--- config.mk ---
export PLATFORM = sky130hd
export DESIGN_NAME = mhq_top
export DESIGN_NICKNAME = d
export VERILOG_FILES = /design/src/mhq_pkg.sv /design/src/mhq_alloc.sv /design/src/mhq_entry.sv /design/src/mhq_fill.sv /design/src/mhq_line_fetch.sv /design/src/mhq_top.sv
export SDC_FILE = /design/constraint.sdc
export NUM_CORES = 2
export LEC_CHECK = 0
export BUFFER_PORTS_ARGS = -buffer_cell sky130_fd_sc_hd__buf_2
export CORE_ASPECT_RATIO = 1.4
export CORE_MARGIN = 4
export CORE_UTILIZATION = 50
export CTS_CLUSTER_DIAMETER = 50
export DETAILED_ROUTE_END_ITERATION = 16
export MAX_ROUTING_LAYER = met4
export PLACE_DENSITY = 0.68
export SLEW_MARGIN = 30
export SYNTH_ARGS = -nofsm -noshare
export SYNTH_HDL_FRONTEND = slang
export SYNTH_SLANG_ARGS = --single-unit
--- constraint.sdc ---
create_clock -name clk -period 18.2 [get_ports clk]
set_input_delay 3.64 -clock clk [delete_from_list [all_inputs] [get_ports clk]]
set_output_delay 3.64 -clock clk [all_outputs]
set_load 0.02 [all_outputs]
--- src/mhq_pkg.sv ---
package mhq_pkg;

    // Address and data geometry
    localparam int ADDR_WIDTH     = 32;
    localparam int WORD_SIZE      = 4;
    localparam int LINE_SIZE      = 16;
    localparam int OFFSET_WIDTH   = 4;
    localparam int WORDS_PER_LINE = LINE_SIZE / WORD_SIZE;

    // Full byte address
    typedef logic [ADDR_WIDTH-1:0] addr_t;

    // Line address with the offset bits stripped
    typedef logic [ADDR_WIDTH-OFFSET_WIDTH-1:0] line_addr_t;

    typedef logic [8*WORD_SIZE-1:0] word_t;

    typedef logic [WORD_SIZE-1:0] byte_sel_t;

    typedef logic [8*LINE_SIZE-1:0] line_t;

    // One bit per byte of a line
    typedef logic [LINE_SIZE-1:0] line_mask_t;

    // States of the line fetch master
    typedef enum logic [1:0] {
        FETCH_IDLE = 2'd0,
        FETCH_ADDR = 2'd1,
        FETCH_DATA = 2'd2,
        FETCH_DONE = 2'd3
    } fetch_state_t;

endpackage

--- src/mhq_alloc.sv ---
`timescale 1ns/100ps

module mhq_alloc #(
    parameter int MHQ_DEPTH = 4
) (
    input  logic                         clk,
    input  logic                         n_rst,
    input  logic                         i_enq_en,
    input  logic [MHQ_DEPTH-1:0]         i_match,
    input  logic                         i_fill,
    output logic [MHQ_DEPTH-1:0]         o_enq_sel,
    output logic [$clog2(MHQ_DEPTH)-1:0] o_enq_tag,
    output logic                         o_full
);

    localparam int TAG_WIDTH = $clog2(MHQ_DEPTH);

    // Pointers carry an extra wrap bit to tell full from empty
    logic [TAG_WIDTH:0]   tail;
    logic [TAG_WIDTH:0]   head;
    logic [TAG_WIDTH-1:0] tail_idx;
    logic                 merging;
    logic                 allocating;

    assign tail_idx   = tail[TAG_WIDTH-1:0];
    assign o_full     = (tail[TAG_WIDTH] != head[TAG_WIDTH]) &&
                        (tail_idx == head[TAG_WIDTH-1:0]);

    // A match always wins over a new allocation
    assign merging    = i_enq_en && (|i_match);
    assign allocating = i_enq_en && !(|i_match) && !o_full;

    always_comb begin
        o_enq_sel = '0;
        if (merging) begin
            o_enq_sel = i_match;
        end else if (allocating) begin
            o_enq_sel[tail_idx] = 1'b1;
        end
    end

    // One-hot select to binary tag
    always_comb begin
        o_enq_tag = '0;
        for (int i = 0; i < MHQ_DEPTH; i++) begin
            if (o_enq_sel[i]) begin
                o_enq_tag = TAG_WIDTH'(i);
            end
        end
    end

    always_ff @(posedge clk) begin
        if (!n_rst) begin
            tail <= '0;
        end else if (allocating) begin
            tail <= tail + 1'b1;
        end
    end

    // Local copy of the drain pointer that moves with every fill
    always_ff @(posedge clk) begin
        if (!n_rst) begin
            head <= '0;
        end else if (i_fill) begin
            head <= head + 1'b1;
        end
    end

    // Entries never hold the same line twice
    assert property (@(posedge clk) disable iff (!n_rst)
        i_enq_en |-> $onehot0(i_match));

    // A full queue takes no allocation and an empty one sees no fill
    assert property (@(posedge clk) disable iff (!n_rst)
        (TAG_WIDTH+1)'(tail - head) <= MHQ_DEPTH);

endmodule

--- src/mhq_entry.sv ---
`timescale 1ns/100ps

module mhq_entry (
    input  logic                             clk,
    input  logic                             n_rst,
    input  logic                             i_enq_sel,
    input  logic                             i_enq_we,
    input  mhq_pkg::line_addr_t              i_enq_line_addr,
    input  logic [mhq_pkg::OFFSET_WIDTH-1:0] i_enq_offset,
    input  mhq_pkg::word_t                   i_enq_data,
    input  mhq_pkg::byte_sel_t               i_enq_byte_sel,
    input  logic                             i_fill_sel,
    output logic                             o_match,
    output logic                             o_valid,
    output logic                             o_dirty,
    output mhq_pkg::line_addr_t              o_line_addr,
    output mhq_pkg::line_t                   o_data,
    output mhq_pkg::line_mask_t              o_byte_updated
);
    import mhq_pkg::*;

    line_mask_t enq_mask;

    // Store byte enables moved to their place in the line
    assign enq_mask = line_mask_t'(i_enq_byte_sel) << i_enq_offset;

    // An entry leaving this cycle cannot take a merge
    assign o_match = o_valid && (o_line_addr == i_enq_line_addr) && !i_fill_sel;

    always_ff @(posedge clk) begin
        if (!n_rst) begin
            o_valid        <= 1'b0;
            o_byte_updated <= '0;
        end else if (i_fill_sel) begin
            o_valid        <= 1'b0;
            o_byte_updated <= '0;
        end else if (i_enq_sel) begin
            o_valid <= 1'b1;
            if (i_enq_we) begin
                o_byte_updated <= o_byte_updated | enq_mask;
            end
        end
    end

    always_ff @(posedge clk) begin
        int byte_idx;
        if (i_enq_sel) begin
            o_line_addr <= i_enq_line_addr;
            // Load merges keep whatever dirty state the entry already has
            if (i_enq_we) begin
                o_dirty <= 1'b1;
            end else if (!o_valid) begin
                o_dirty <= 1'b0;
            end
        end
        if (i_enq_sel && i_enq_we) begin
            for (int k = 0; k < WORD_SIZE; k++) begin
                byte_idx = int'(i_enq_offset) + k;
                if (i_enq_byte_sel[k] && (byte_idx < LINE_SIZE)) begin
                    o_data[byte_idx*8 +: 8] <= i_enq_data[k*8 +: 8];
                end
            end
        end
    end

    // Allocator and fill unit must never pick the same slot together
    assert property (@(posedge clk) disable iff (!n_rst)
        !(i_enq_sel && i_fill_sel));

endmodule

--- src/mhq_fill.sv ---
`timescale 1ns/100ps

module mhq_fill #(
    parameter int MHQ_DEPTH = 4
) (
    input  logic                                clk,
    input  logic                                n_rst,
    input  logic [MHQ_DEPTH-1:0]                i_valid,
    input  logic [MHQ_DEPTH-1:0]                i_dirty,
    input  mhq_pkg::line_addr_t [MHQ_DEPTH-1:0] i_line_addr,
    input  mhq_pkg::line_t [MHQ_DEPTH-1:0]      i_data,
    input  mhq_pkg::line_mask_t [MHQ_DEPTH-1:0] i_byte_updated,
    input  logic                                i_fetch_done,
    input  mhq_pkg::line_t                      i_fetch_data,
    output logic [MHQ_DEPTH-1:0]                o_fill_sel,
    output logic                                o_fetch_req,
    output mhq_pkg::line_addr_t                 o_fetch_line_addr,
    output logic                                o_fill,
    output logic [$clog2(MHQ_DEPTH)-1:0]        o_fill_tag,
    output mhq_pkg::addr_t                      o_fill_addr,
    output logic                                o_fill_dirty,
    output mhq_pkg::line_t                      o_fill_data
);
    import mhq_pkg::*;

    localparam int TAG_WIDTH = $clog2(MHQ_DEPTH);

    logic [TAG_WIDTH-1:0] head;
    line_t                head_data;
    line_mask_t           head_mask;

    assign head_data = i_data[head];
    assign head_mask = i_byte_updated[head];

    // Fetch runs for the oldest entry only
    assign o_fetch_req       = i_valid[head];
    assign o_fetch_line_addr = i_line_addr[head];

    // The fill happens in the cycle the line arrives
    assign o_fill       = i_fetch_done;
    assign o_fill_sel   = i_fetch_done ? (MHQ_DEPTH'(1) << head) : '0;
    assign o_fill_tag   = head;
    assign o_fill_addr  = {i_line_addr[head], {OFFSET_WIDTH{1'b0}}};
    assign o_fill_dirty = i_dirty[head];

    // Stored bytes take priority over memory
    always_comb begin
        for (int i = 0; i < LINE_SIZE; i++) begin
            o_fill_data[i*8 +: 8] = head_mask[i] ? head_data[i*8 +: 8]
                                                 : i_fetch_data[i*8 +: 8];
        end
    end

    always_ff @(posedge clk) begin
        if (!n_rst) begin
            head <= '0;
        end else if (i_fetch_done) begin
            head <= head + 1'b1;
        end
    end

    // A completed fetch always belongs to a live head entry
    assert property (@(posedge clk) disable iff (!n_rst)
        i_fetch_done |-> i_valid[head]);

endmodule

--- src/mhq_line_fetch.sv ---
`timescale 1ns/100ps

module mhq_line_fetch (
    input  logic                clk,
    input  logic                n_rst,
    input  logic                i_fetch_req,
    input  mhq_pkg::line_addr_t i_fetch_line_addr,
    input  logic                i_arready,
    input  logic                i_rvalid,
    input  mhq_pkg::word_t      i_rdata,
    input  logic [1:0]          i_rresp,
    output logic                o_fetch_done,
    output mhq_pkg::line_t      o_fetch_data,
    output mhq_pkg::addr_t      o_araddr,
    output logic                o_arvalid,
    output logic                o_rready
);
    import mhq_pkg::*;

    localparam int WORD_IDX_WIDTH = $clog2(WORDS_PER_LINE);
    localparam int BYTE_OFF_WIDTH = $clog2(WORD_SIZE);

    fetch_state_t              state;
    fetch_state_t              next_state;
    line_addr_t                line_addr_q;
    logic [WORD_IDX_WIDTH-1:0] word_idx;
    logic                      last_word;

    assign last_word = (word_idx == WORD_IDX_WIDTH'(WORDS_PER_LINE - 1));

    // One outstanding read, address and data phases alternate
    always_comb begin
        next_state = state;
        case (state)
            FETCH_IDLE: begin
                if (i_fetch_req) begin
                    next_state = FETCH_ADDR;
                end
            end
            FETCH_ADDR: begin
                if (i_arready) begin
                    next_state = FETCH_DATA;
                end
            end
            FETCH_DATA: begin
                if (i_rvalid) begin
                    next_state = last_word ? FETCH_DONE : FETCH_ADDR;
                end
            end
            FETCH_DONE: begin
                next_state = FETCH_IDLE;
            end
            default: begin
                next_state = FETCH_IDLE;
            end
        endcase
    end

    always_ff @(posedge clk) begin
        if (!n_rst) begin
            state    <= FETCH_IDLE;
            word_idx <= '0;
        end else begin
            state <= next_state;
            if (state == FETCH_IDLE) begin
                word_idx <= '0;
            end else if (state == FETCH_DATA && i_rvalid) begin
                word_idx <= word_idx + 1'b1;
            end
        end
    end

    always_ff @(posedge clk) begin
        if (state == FETCH_IDLE && i_fetch_req) begin
            line_addr_q <= i_fetch_line_addr;
        end
        if (state == FETCH_DATA && i_rvalid) begin
            o_fetch_data[word_idx*8*WORD_SIZE +: 8*WORD_SIZE] <= i_rdata;
        end
    end

    assign o_araddr     = {line_addr_q, word_idx, {BYTE_OFF_WIDTH{1'b0}}};
    assign o_arvalid    = (state == FETCH_ADDR);
    assign o_rready     = (state == FETCH_DATA);
    assign o_fetch_done = (state == FETCH_DONE);

    // Address must hold until the slave takes it
    assert property (@(posedge clk) disable iff (!n_rst)
        o_arvalid && !i_arready |=> o_arvalid && $stable(o_araddr));

    // The response code is not acted on, but it must be driven on every beat
    assert property (@(posedge clk) disable iff (!n_rst)
        o_rready && i_rvalid |-> !$isunknown(i_rresp));

endmodule

--- src/mhq_top.sv ---
`timescale 1ns/100ps

module mhq_top #(
    parameter int MHQ_DEPTH = 4
) (
    input  logic                         clk,
    input  logic                         n_rst,
    input  logic                         i_enq_en,
    input  logic                         i_enq_we,
    input  mhq_pkg::addr_t               i_enq_addr,
    input  mhq_pkg::word_t               i_enq_data,
    input  mhq_pkg::byte_sel_t           i_enq_byte_sel,
    output logic [$clog2(MHQ_DEPTH)-1:0] o_enq_tag,
    output logic                         o_full,
    output mhq_pkg::addr_t               o_araddr,
    output logic                         o_arvalid,
    input  logic                         i_arready,
    input  logic                         i_rvalid,
    input  mhq_pkg::word_t               i_rdata,
    input  logic [1:0]                   i_rresp,
    output logic                         o_rready,
    output logic                         o_fill,
    output logic [$clog2(MHQ_DEPTH)-1:0] o_fill_tag,
    output mhq_pkg::addr_t               o_fill_addr,
    output logic                         o_fill_dirty,
    output mhq_pkg::line_t               o_fill_data
);
    import mhq_pkg::*;

    logic [MHQ_DEPTH-1:0]       enq_sel;
    logic [MHQ_DEPTH-1:0]       match;
    logic [MHQ_DEPTH-1:0]       fill_sel;
    logic [MHQ_DEPTH-1:0]       ent_valid;
    logic [MHQ_DEPTH-1:0]       ent_dirty;
    line_addr_t [MHQ_DEPTH-1:0] ent_line_addr;
    line_t [MHQ_DEPTH-1:0]      ent_data;
    line_mask_t [MHQ_DEPTH-1:0] ent_byte_updated;
    logic                       fetch_req;
    line_addr_t                 fetch_line_addr;
    logic                       fetch_done;
    line_t                      fetch_data;

    mhq_alloc #(
        .MHQ_DEPTH (MHQ_DEPTH)
    ) u_alloc (
        .clk       (clk),
        .n_rst     (n_rst),
        .i_enq_en  (i_enq_en),
        .i_match   (match),
        .i_fill    (fetch_done),
        .o_enq_sel (enq_sel),
        .o_enq_tag (o_enq_tag),
        .o_full    (o_full)
    );

    // Enqueue fields go to every entry, the select picks the one that updates
    for (genvar i = 0; i < MHQ_DEPTH; i++) begin : g_entry
        mhq_entry u_entry (
            .clk             (clk),
            .n_rst           (n_rst),
            .i_enq_sel       (enq_sel[i]),
            .i_enq_we        (i_enq_we),
            .i_enq_line_addr (i_enq_addr[ADDR_WIDTH-1:OFFSET_WIDTH]),
            .i_enq_offset    (i_enq_addr[OFFSET_WIDTH-1:0]),
            .i_enq_data      (i_enq_data),
            .i_enq_byte_sel  (i_enq_byte_sel),
            .i_fill_sel      (fill_sel[i]),
            .o_match         (match[i]),
            .o_valid         (ent_valid[i]),
            .o_dirty         (ent_dirty[i]),
            .o_line_addr     (ent_line_addr[i]),
            .o_data          (ent_data[i]),
            .o_byte_updated  (ent_byte_updated[i])
        );
    end

    mhq_fill #(
        .MHQ_DEPTH (MHQ_DEPTH)
    ) u_fill (
        .clk               (clk),
        .n_rst             (n_rst),
        .i_valid           (ent_valid),
        .i_dirty           (ent_dirty),
        .i_line_addr       (ent_line_addr),
        .i_data            (ent_data),
        .i_byte_updated    (ent_byte_updated),
        .i_fetch_done      (fetch_done),
        .i_fetch_data      (fetch_data),
        .o_fill_sel        (fill_sel),
        .o_fetch_req       (fetch_req),
        .o_fetch_line_addr (fetch_line_addr),
        .o_fill            (o_fill),
        .o_fill_tag        (o_fill_tag),
        .o_fill_addr       (o_fill_addr),
        .o_fill_dirty      (o_fill_dirty),
        .o_fill_data       (o_fill_data)
    );

    mhq_line_fetch u_line_fetch (
        .clk               (clk),
        .n_rst             (n_rst),
        .i_fetch_req       (fetch_req),
        .i_fetch_line_addr (fetch_line_addr),
        .i_arready         (i_arready),
        .i_rvalid          (i_rvalid),
        .i_rdata           (i_rdata),
        .i_rresp           (i_rresp),
        .o_fetch_done      (fetch_done),
        .o_fetch_data      (fetch_data),
        .o_araddr          (o_araddr),
        .o_arvalid         (o_arvalid),
        .o_rready          (o_rready)
    );

endmodule

Yosys cells after proc, flatten, opt, wreduce, memory -nomap -nowiden
Index checks and enable logic that the tools add are counted.

Bits in latches: 0. Memories kept: 0. Memory bits (writable): 0. Memory bits (read-only): 0. Word-level logic and storage cells: 213. Register bits: 864. Bits of input ports: 108.

Muxes and demuxes: 88. Shift operators: 12. Div/mod/pow operators: 0. $lt $le $gt $ge: 7. Add/sub/neg operators: 12. Reduce and logical (&&, ||, !) cells: 45. Multipliers: 0. Bitwise operators: 5. Eq/ne operators: 17.

Operators with widths (number): $mux 128 (29); $bwmux 128 (17); $shift 8x33->128 const A (4); $shiftx 8x33->128 (4); $bmux 128 s2 (1); $mux 8 (16); $shift 32x34->128 const A (1); $shiftx 32x34->128 (1); $eq 28x28->1 (4); $neg 32->33 (3); $lt 32x6->1 const B (3); $or 16x16->16 (4); $bmux 28 s2 (1); $neg 7->34 (1); $neg 7->33 (1); $bmux 16 s2 (1); $mux 28 (1); $logic_and 1x1->1 (23); $mux 16 (1); $reduce_and 2->1 (8); $shl 4x4->16 (1); $mux 2 (6); $mux 4 (3); $add 4x2->5 const B (2); 23 further kinds (50).

Depth between registers and ports, before layout
Depth after elaboration: 20. Mapped depth: 18. Gate-level depth less buffers: 12.

Hierarchy
From an unflattened synthesis, not the netlist that was laid out.

Cell total of the unflattened synthesis: 6591. Area, all modules: 66662.7 um2.

Modules (own cells, without submodules): mhq_entry at g_entry[1].u_entry (cells each 1487, instances 1, area an instance 13700.6 um2); mhq_entry at g_entry[3].u_entry (cells each 1400, instances 1, area an instance 13351.6 um2); mhq_entry at g_entry[2].u_entry (cells each 1414, instances 1, area an instance 13300.3 um2); mhq_entry at g_entry[0].u_entry (cells each 1474, instances 1, area an instance 13091.3 um2); mhq_fill (cells each 408, instances 1, area an instance 6795.3 um2); mhq_line_fetch (cells each 357, instances 1, area an instance 5931.9 um2); mhq_alloc (cells each 51, instances 1, area an instance 491.7 um2).

Worst setup path before layout
Ideal clock, no wire load.

Kind: input-to-reg. From: in i_enq_addr[28]. To: reg g_entry[2].u_entry.o_data[0] (enable). Path slack: 6.970 ns. Setup time: 0.617 ns. Arrival: 10.613 ns. Data required time: 17.583 ns. Stages: 7. Path through: clkbuf_1 -> xnor2_1 -> nand4_1 -> or4_1 -> nor3_1 -> nor2_1 -> nor2_1.

Cells in the longest elaborated chain, start to end: 10.

RTL lines: from (decl) (RTL line mhq_top.sv:10) `input mhq_pkg::addr_t i_enq_addr,`; $eq 28x28->1 (RTL line mhq_entry.sv:28) `assign o_match = o_valid && (o_line_addr == i_enq_line_addr) && !i_fill_sel;`; $logic_and 1x1->1 (2 in series) (RTL line mhq_entry.sv:28); $reduce_or 4->1 (RTL line mhq_alloc.sv:30, mhq_alloc.sv:31); $logic_not 1->1 (RTL line mhq_alloc.sv:31) `assign allocating = i_enq_en && !(|i_match) && !o_full;`; $logic_and 1x1->1 (2 in series) (RTL line mhq_alloc.sv:31); $mux 4 (RTL line mhq_alloc.sv:37) `end else if (allocating) begin`; $mux 4 * (RTL line mhq_alloc.sv:35) `if (merging) begin`; $logic_and 1x1->1 * (RTL line mhq_entry.sv:56) `if (i_enq_sel && i_enq_we) begin`; to (signal, indexed assignment) (RTL line mhq_entry.sv:60) `o_data[byte_idx*8 +: 8] <= i_enq_data[k*8 +: 8];`; to (decl) (RTL line mhq_entry.sv:17) `output mhq_pkg::line_t o_data,`.

Every way passes the cells marked *; elsewhere a longest branch is shown, timed or not. A chain may end at the register's enable or synchronous reset.

Worst setup path after layout
From: in i_enq_addr[31]. To: out o_enq_tag[0].

RTL lines: $eq 28x28->1 (RTL line mhq_entry.sv:28); $logic_and 1x1->1 (2 in series) (RTL line mhq_entry.sv:28); $reduce_or 4->1 (RTL line mhq_alloc.sv:30, mhq_alloc.sv:31); $logic_not 1->1 (RTL line mhq_alloc.sv:31); $logic_and 1x1->1 (2 in series) (RTL line mhq_alloc.sv:31); $mux 4 (RTL line mhq_alloc.sv:37); $mux 4 * (RTL line mhq_alloc.sv:35); named net g_entry[2].u_entry.i_enq_sel (RTL line mhq_entry.sv:6) `input logic i_enq_sel,`; $mux 2 * (2 in series) (RTL line mhq_alloc.sv:46) `if (o_enq_sel[i]) begin`; to (decl) (RTL line mhq_top.sv:13) `output logic [$clog2(MHQ_DEPTH)-1:0] o_enq_tag,`.

Mark *: on every way through the listed nets, which the timed path passes. The rest lies on a longest branch.

==> metrics.yaml <==
placement:
  numPortBuffers: 300
  detailedPlacementHpwl_mm: 123
  gpl.final_weighted_congestion: 0.977
setup_path:
  worst_setup_path_start_kind: "input pin"
  endpoint_kind: "output pin"
  arrival_time_reported_for_the_critical_path_endpoint_ns: 6.76
  crit_path_required_time_ns: 14.56
  timing.critical_path.slowest_stage_cell: "sky130_fd_sc_hd__nor4_1"
  critical_path.max_stage_delay_ns: 0.51
  worstRegToRegCells: 11
  crit_chain: "buf_2 -> xnor2_1 -> nand4_1 -> nor4_1 -> and3_1 -> nor4_2 -> buf_4 -> nor2_1 -> inv_1 -> buf_4 -> o21ai_0 -> buf_2"
  crit_type: "input pin to output pin"
  worst-path-max-fanout: 29
synthesis:
  synth_largest_area_cell: "sky130_fd_sc_hd__edfxtp_1"
  async_reset_ff_share_pct: 0
  syn-cell-area_um2: 49500
  ys.flop_type: "sky130_fd_sc_hd__edfxtp_1"
  synth_cell_types: 85
  synth.yosys.warnings: 0
  postSynthAreaPerCell_um2: 10.8
  synth-seq-cells: 864
  cells_after_synth: 4583
  synth-seq-area-share_pct: 50.8
  synth_enable_flop_cells: 784
  synth.top_cells.by_area: "sky130_fd_sc_hd__edfxtp_1, sky130_fd_sc_hd__mux4_2, sky130_fd_sc_hd__a21oi_1, sky130_fd_sc_hd__o21ai_0, sky130_fd_sc_hd__a21o_1"
  synth.top_cell.area_share_pct: 47.6
  most_frequent_cells_after_synthesis: "sky130_fd_sc_hd__edfxtp_1, sky130_fd_sc_hd__a21oi_1, sky130_fd_sc_hd__o21ai_0, sky130_fd_sc_hd__nand2_1, sky130_fd_sc_hd__a21o_1"
  yosysMostFrequentCell: "sky130_fd_sc_hd__edfxtp_1"
cells_and_area:
  post_route_cells_drive_above_1_share_pct: 19.1
  ff_latch_area_um2: 25200
  layout.filler_cells: 8541
  layout.nets: 4861
  multi_input_comb_area_um2: 22800
  postLayoutCoreUtil_pct: 56.5
  area.growth.synth_to_final_pct: 12.1
clocking:
  cts_max_level: 3
  buffers_inserted_by_post_cts_timing_repair: 0
  post_cts_hold_buffer_count: 0
  cts_buffers: 97
  worstSkewPairLatency_ns: 0.72
  cts_sinks: 864
  number_of_gates_resized_after_cts: 0
  clock_tree_from_tritoncts: "done"
  clk_pin_slew_ns: 0.06
  maximum_root_to_sink_buffer_count: 3
  ctsRootBufferMaster: "sky130_fd_sc_hd__clkbuf_16"
timing:
  slew_violations: 0
  finalSetupTns_ns: 0
  layout_worst_path_cycle_share_pct: 57.1
  slew-limit-headroom_pct: 22.3
  rsz_0062_raised_after_global_routing: "false"
  hold_violations: 0
  slew_at_the_pin_closest_to_its_max_slew_limit_ns: 1.16
  finalSetupViolations: 0
  finClkSkew_ns: 0.0245
  final.min_clock_period_ns: 10.40
  max_clock_freq_mhz: 96.1
power_and_ir_drop:
  total_leakage_power_nw: 19.4
  ir_worst_vdd_v: 0.0000716
  powerDensity_nw_per_um2: 87.4
global_routing:
  grt_pass1_wl_mm: 261
  vias_in_the_first_global_route: 39100
  grt_antenna_before_repair: 25
  globalRoute.totalOverflow: 0
  grt_start_max_net_pins: 129
  grt.total_usage_pct: 34.8
die:
  start_util_pct: 50.4
  rows: 136
  design.die.area_um2: 104000
  floorplan.io_pins: 309
  die-width_um: 274
  fp.coreArea_um2: 98200
  die-height_um: 380
flow_run:
  max-cap-violations: 0
detailed_routing:
  antenna_left: 0
  drc_errors: 0
  detailedRoute.firstPassIterationCount: 7
  first_iteration_detailed_routing_drc_count: 5775
  wl_per_cell_um: 29.6
  routed-wl-met3_mm: 21.8
  drt-vias-per-instance: 6.67
  routedLengthMet1_mm: 62.9
  top_signal_layer_used: "met4"
  vias: 41000
  detailed_route_wl_mm: 182
  dr_wl_met2_mm: 81.7
worst_hold_path:
  min_path_cells: 2
  hp-class: "register to register"
outcome:
  run_status: "finished clean"
[through the flow]
step	area (µm²)	std cells	setup WS, ns	total power, W	hold WS (ns)
floorplan	49500	4588	6.97	0.00264	0.420
global placement	52000	5932	7.83	0.00283	0.429
detailed placement	52100	5934	7.83	0.00285	0.437
CTS	55400	6112	7.82	0.00485	0.446
global route	55500	6132	7.69	0.00497	0.466
finish	55500	6138	7.80	0.00485	0.445
[layout by cell type (no fill, tap or decap), types with 12 or more instances in the layout]
master / n
sky130_fd_sc_hd__nand2_1: 384
sky130_fd_sc_hd__clkinv_2: 18
sky130_fd_sc_hd__xnor2_1: 108
sky130_fd_sc_hd__and2_1: 166
sky130_fd_sc_hd__diode_2: 25
sky130_fd_sc_hd__a21o_1: 338
sky130_fd_sc_hd__a21oi_1: 551
sky130_fd_sc_hd__o22ai_1: 64
sky130_fd_sc_hd__o21a_1: 38
sky130_fd_sc_hd__dfxtp_1: 78
sky130_fd_sc_hd__o21ai_0: 515
sky130_fd_sc_hd__edfxtp_1: 784
sky130_fd_sc_hd__buf_2: 300
sky130_fd_sc_hd__o21bai_1: 30
sky130_fd_sc_hd__nor2b_1: 12
sky130_fd_sc_hd__nand4_1: 57
sky130_fd_sc_hd__clkbuf_16: 101
sky130_fd_sc_hd__nand2b_1: 14
sky130_fd_sc_hd__nand3_1: 57
sky130_fd_sc_hd__nor4_1: 34
sky130_fd_sc_hd__a32oi_1: 26
sky130_fd_sc_hd__mux2_2: 134
sky130_fd_sc_hd__buf_4: 74
sky130_fd_sc_hd__inv_1: 100
sky130_fd_sc_hd__o21ai_1: 16
sky130_fd_sc_hd__or4_1: 15
sky130_fd_sc_hd__clkbuf_1: 12
sky130_fd_sc_hd__ha_1: 30
sky130_fd_sc_hd__nor3_1: 41
sky130_fd_sc_hd__a22oi_1: 22
sky130_fd_sc_hd__mux4_2: 174
sky130_fd_sc_hd__xor2_1: 20
sky130_fd_sc_hd__nor2_1: 200
sky130_fd_sc_hd__clkinv_1: 16
[per-layer routing]
| layer | vias to the layer above | track usage, % |
|---|---|---|
| li1 | 17700 | - |
| met1 | 19800 | 42.1 |
| met2 | 2775 | 52.7 |
| met3 | 753 | 7.84 |
| met4 | 0 | 22.6 |
| met5 | - | - |
[worst max-delay path, delay by kind of cell]
kind | cells | cell delay, ns
xor+xnor | 1 | 0.42
simple gates | 5 | 1.41
buf+inv | 5 | 0.96
compound gates | 1 | 0.32
[area by class of cell]
cell class	instances	area share (%)
repair buffers	384	4.05
diodes	25	0.113
well taps	1311	2.96
clock inverters	62	1.12
multi-input cells	3272	41.0
clock buffers	116	4.71
inverters	104	0.704
flip-flops and latches	864	45.3
[registers in the layout, summed over array words and instances (netlist names)]
register	count
g_entry.u_entry.o_byte_updated	64
g_entry.u_entry.o_dirty	4
u_line_fetch.line_addr_q	28
g_entry.u_entry.o_valid	4
u_alloc.head	3
u_line_fetch.o_fetch_data	128
u_line_fetch.state	2
u_alloc.tail	3
u_line_fetch.word_idx	2
u_fill.o_fill_tag	2
g_entry.u_entry.o_line_addr	112
g_entry.u_entry.o_data	512
[report_power, final]
group	switching [W]	internal (W)
Sequential	0.0000287	0.00223
Combinational	0.000383	0.000177
Clock	0.000859	0.00117
Total	0.00127	0.00358
[worst paths after layout]
path                                        startpoint                                    to  slack, ns
setup / recovery                        i_enq_addr[31]                          o_enq_tag[0]       7.80
hold / removal    g_entry[1].u_entry.o_byte_updated[6]  g_entry[1].u_entry.o_byte_updated[6]       0.45
setup reg to reg                  u_fill.o_fill_tag[1]         g_entry[1].u_entry.o_data[33]      12.99
hold reg to reg   g_entry[1].u_entry.o_byte_updated[6]  g_entry[1].u_entry.o_byte_updated[6]       0.45
[logic make-up (layout without fill, tap and decap cells)]
logic type / after synthesis / after routing / synth area share [%]
AND/OR/NAND/NOR: 1073 / 1073 / 10.5
AO/OA/AOI/OAI: 1716 / 1716 / 20.8
flip-flops: 864 / 864 / 50.8
XOR/XNOR: 134 / 134 / 2.46
adder cells (fa/ha/maj): 30 / 30 / 0.758
buffers and inverters: 452 / 666 / 3.58
multiplexers: 313 / 313 / 11.1
other: 1 / 31 / 0.00758
Note: power is estimated with default switching activity, not from simulation.
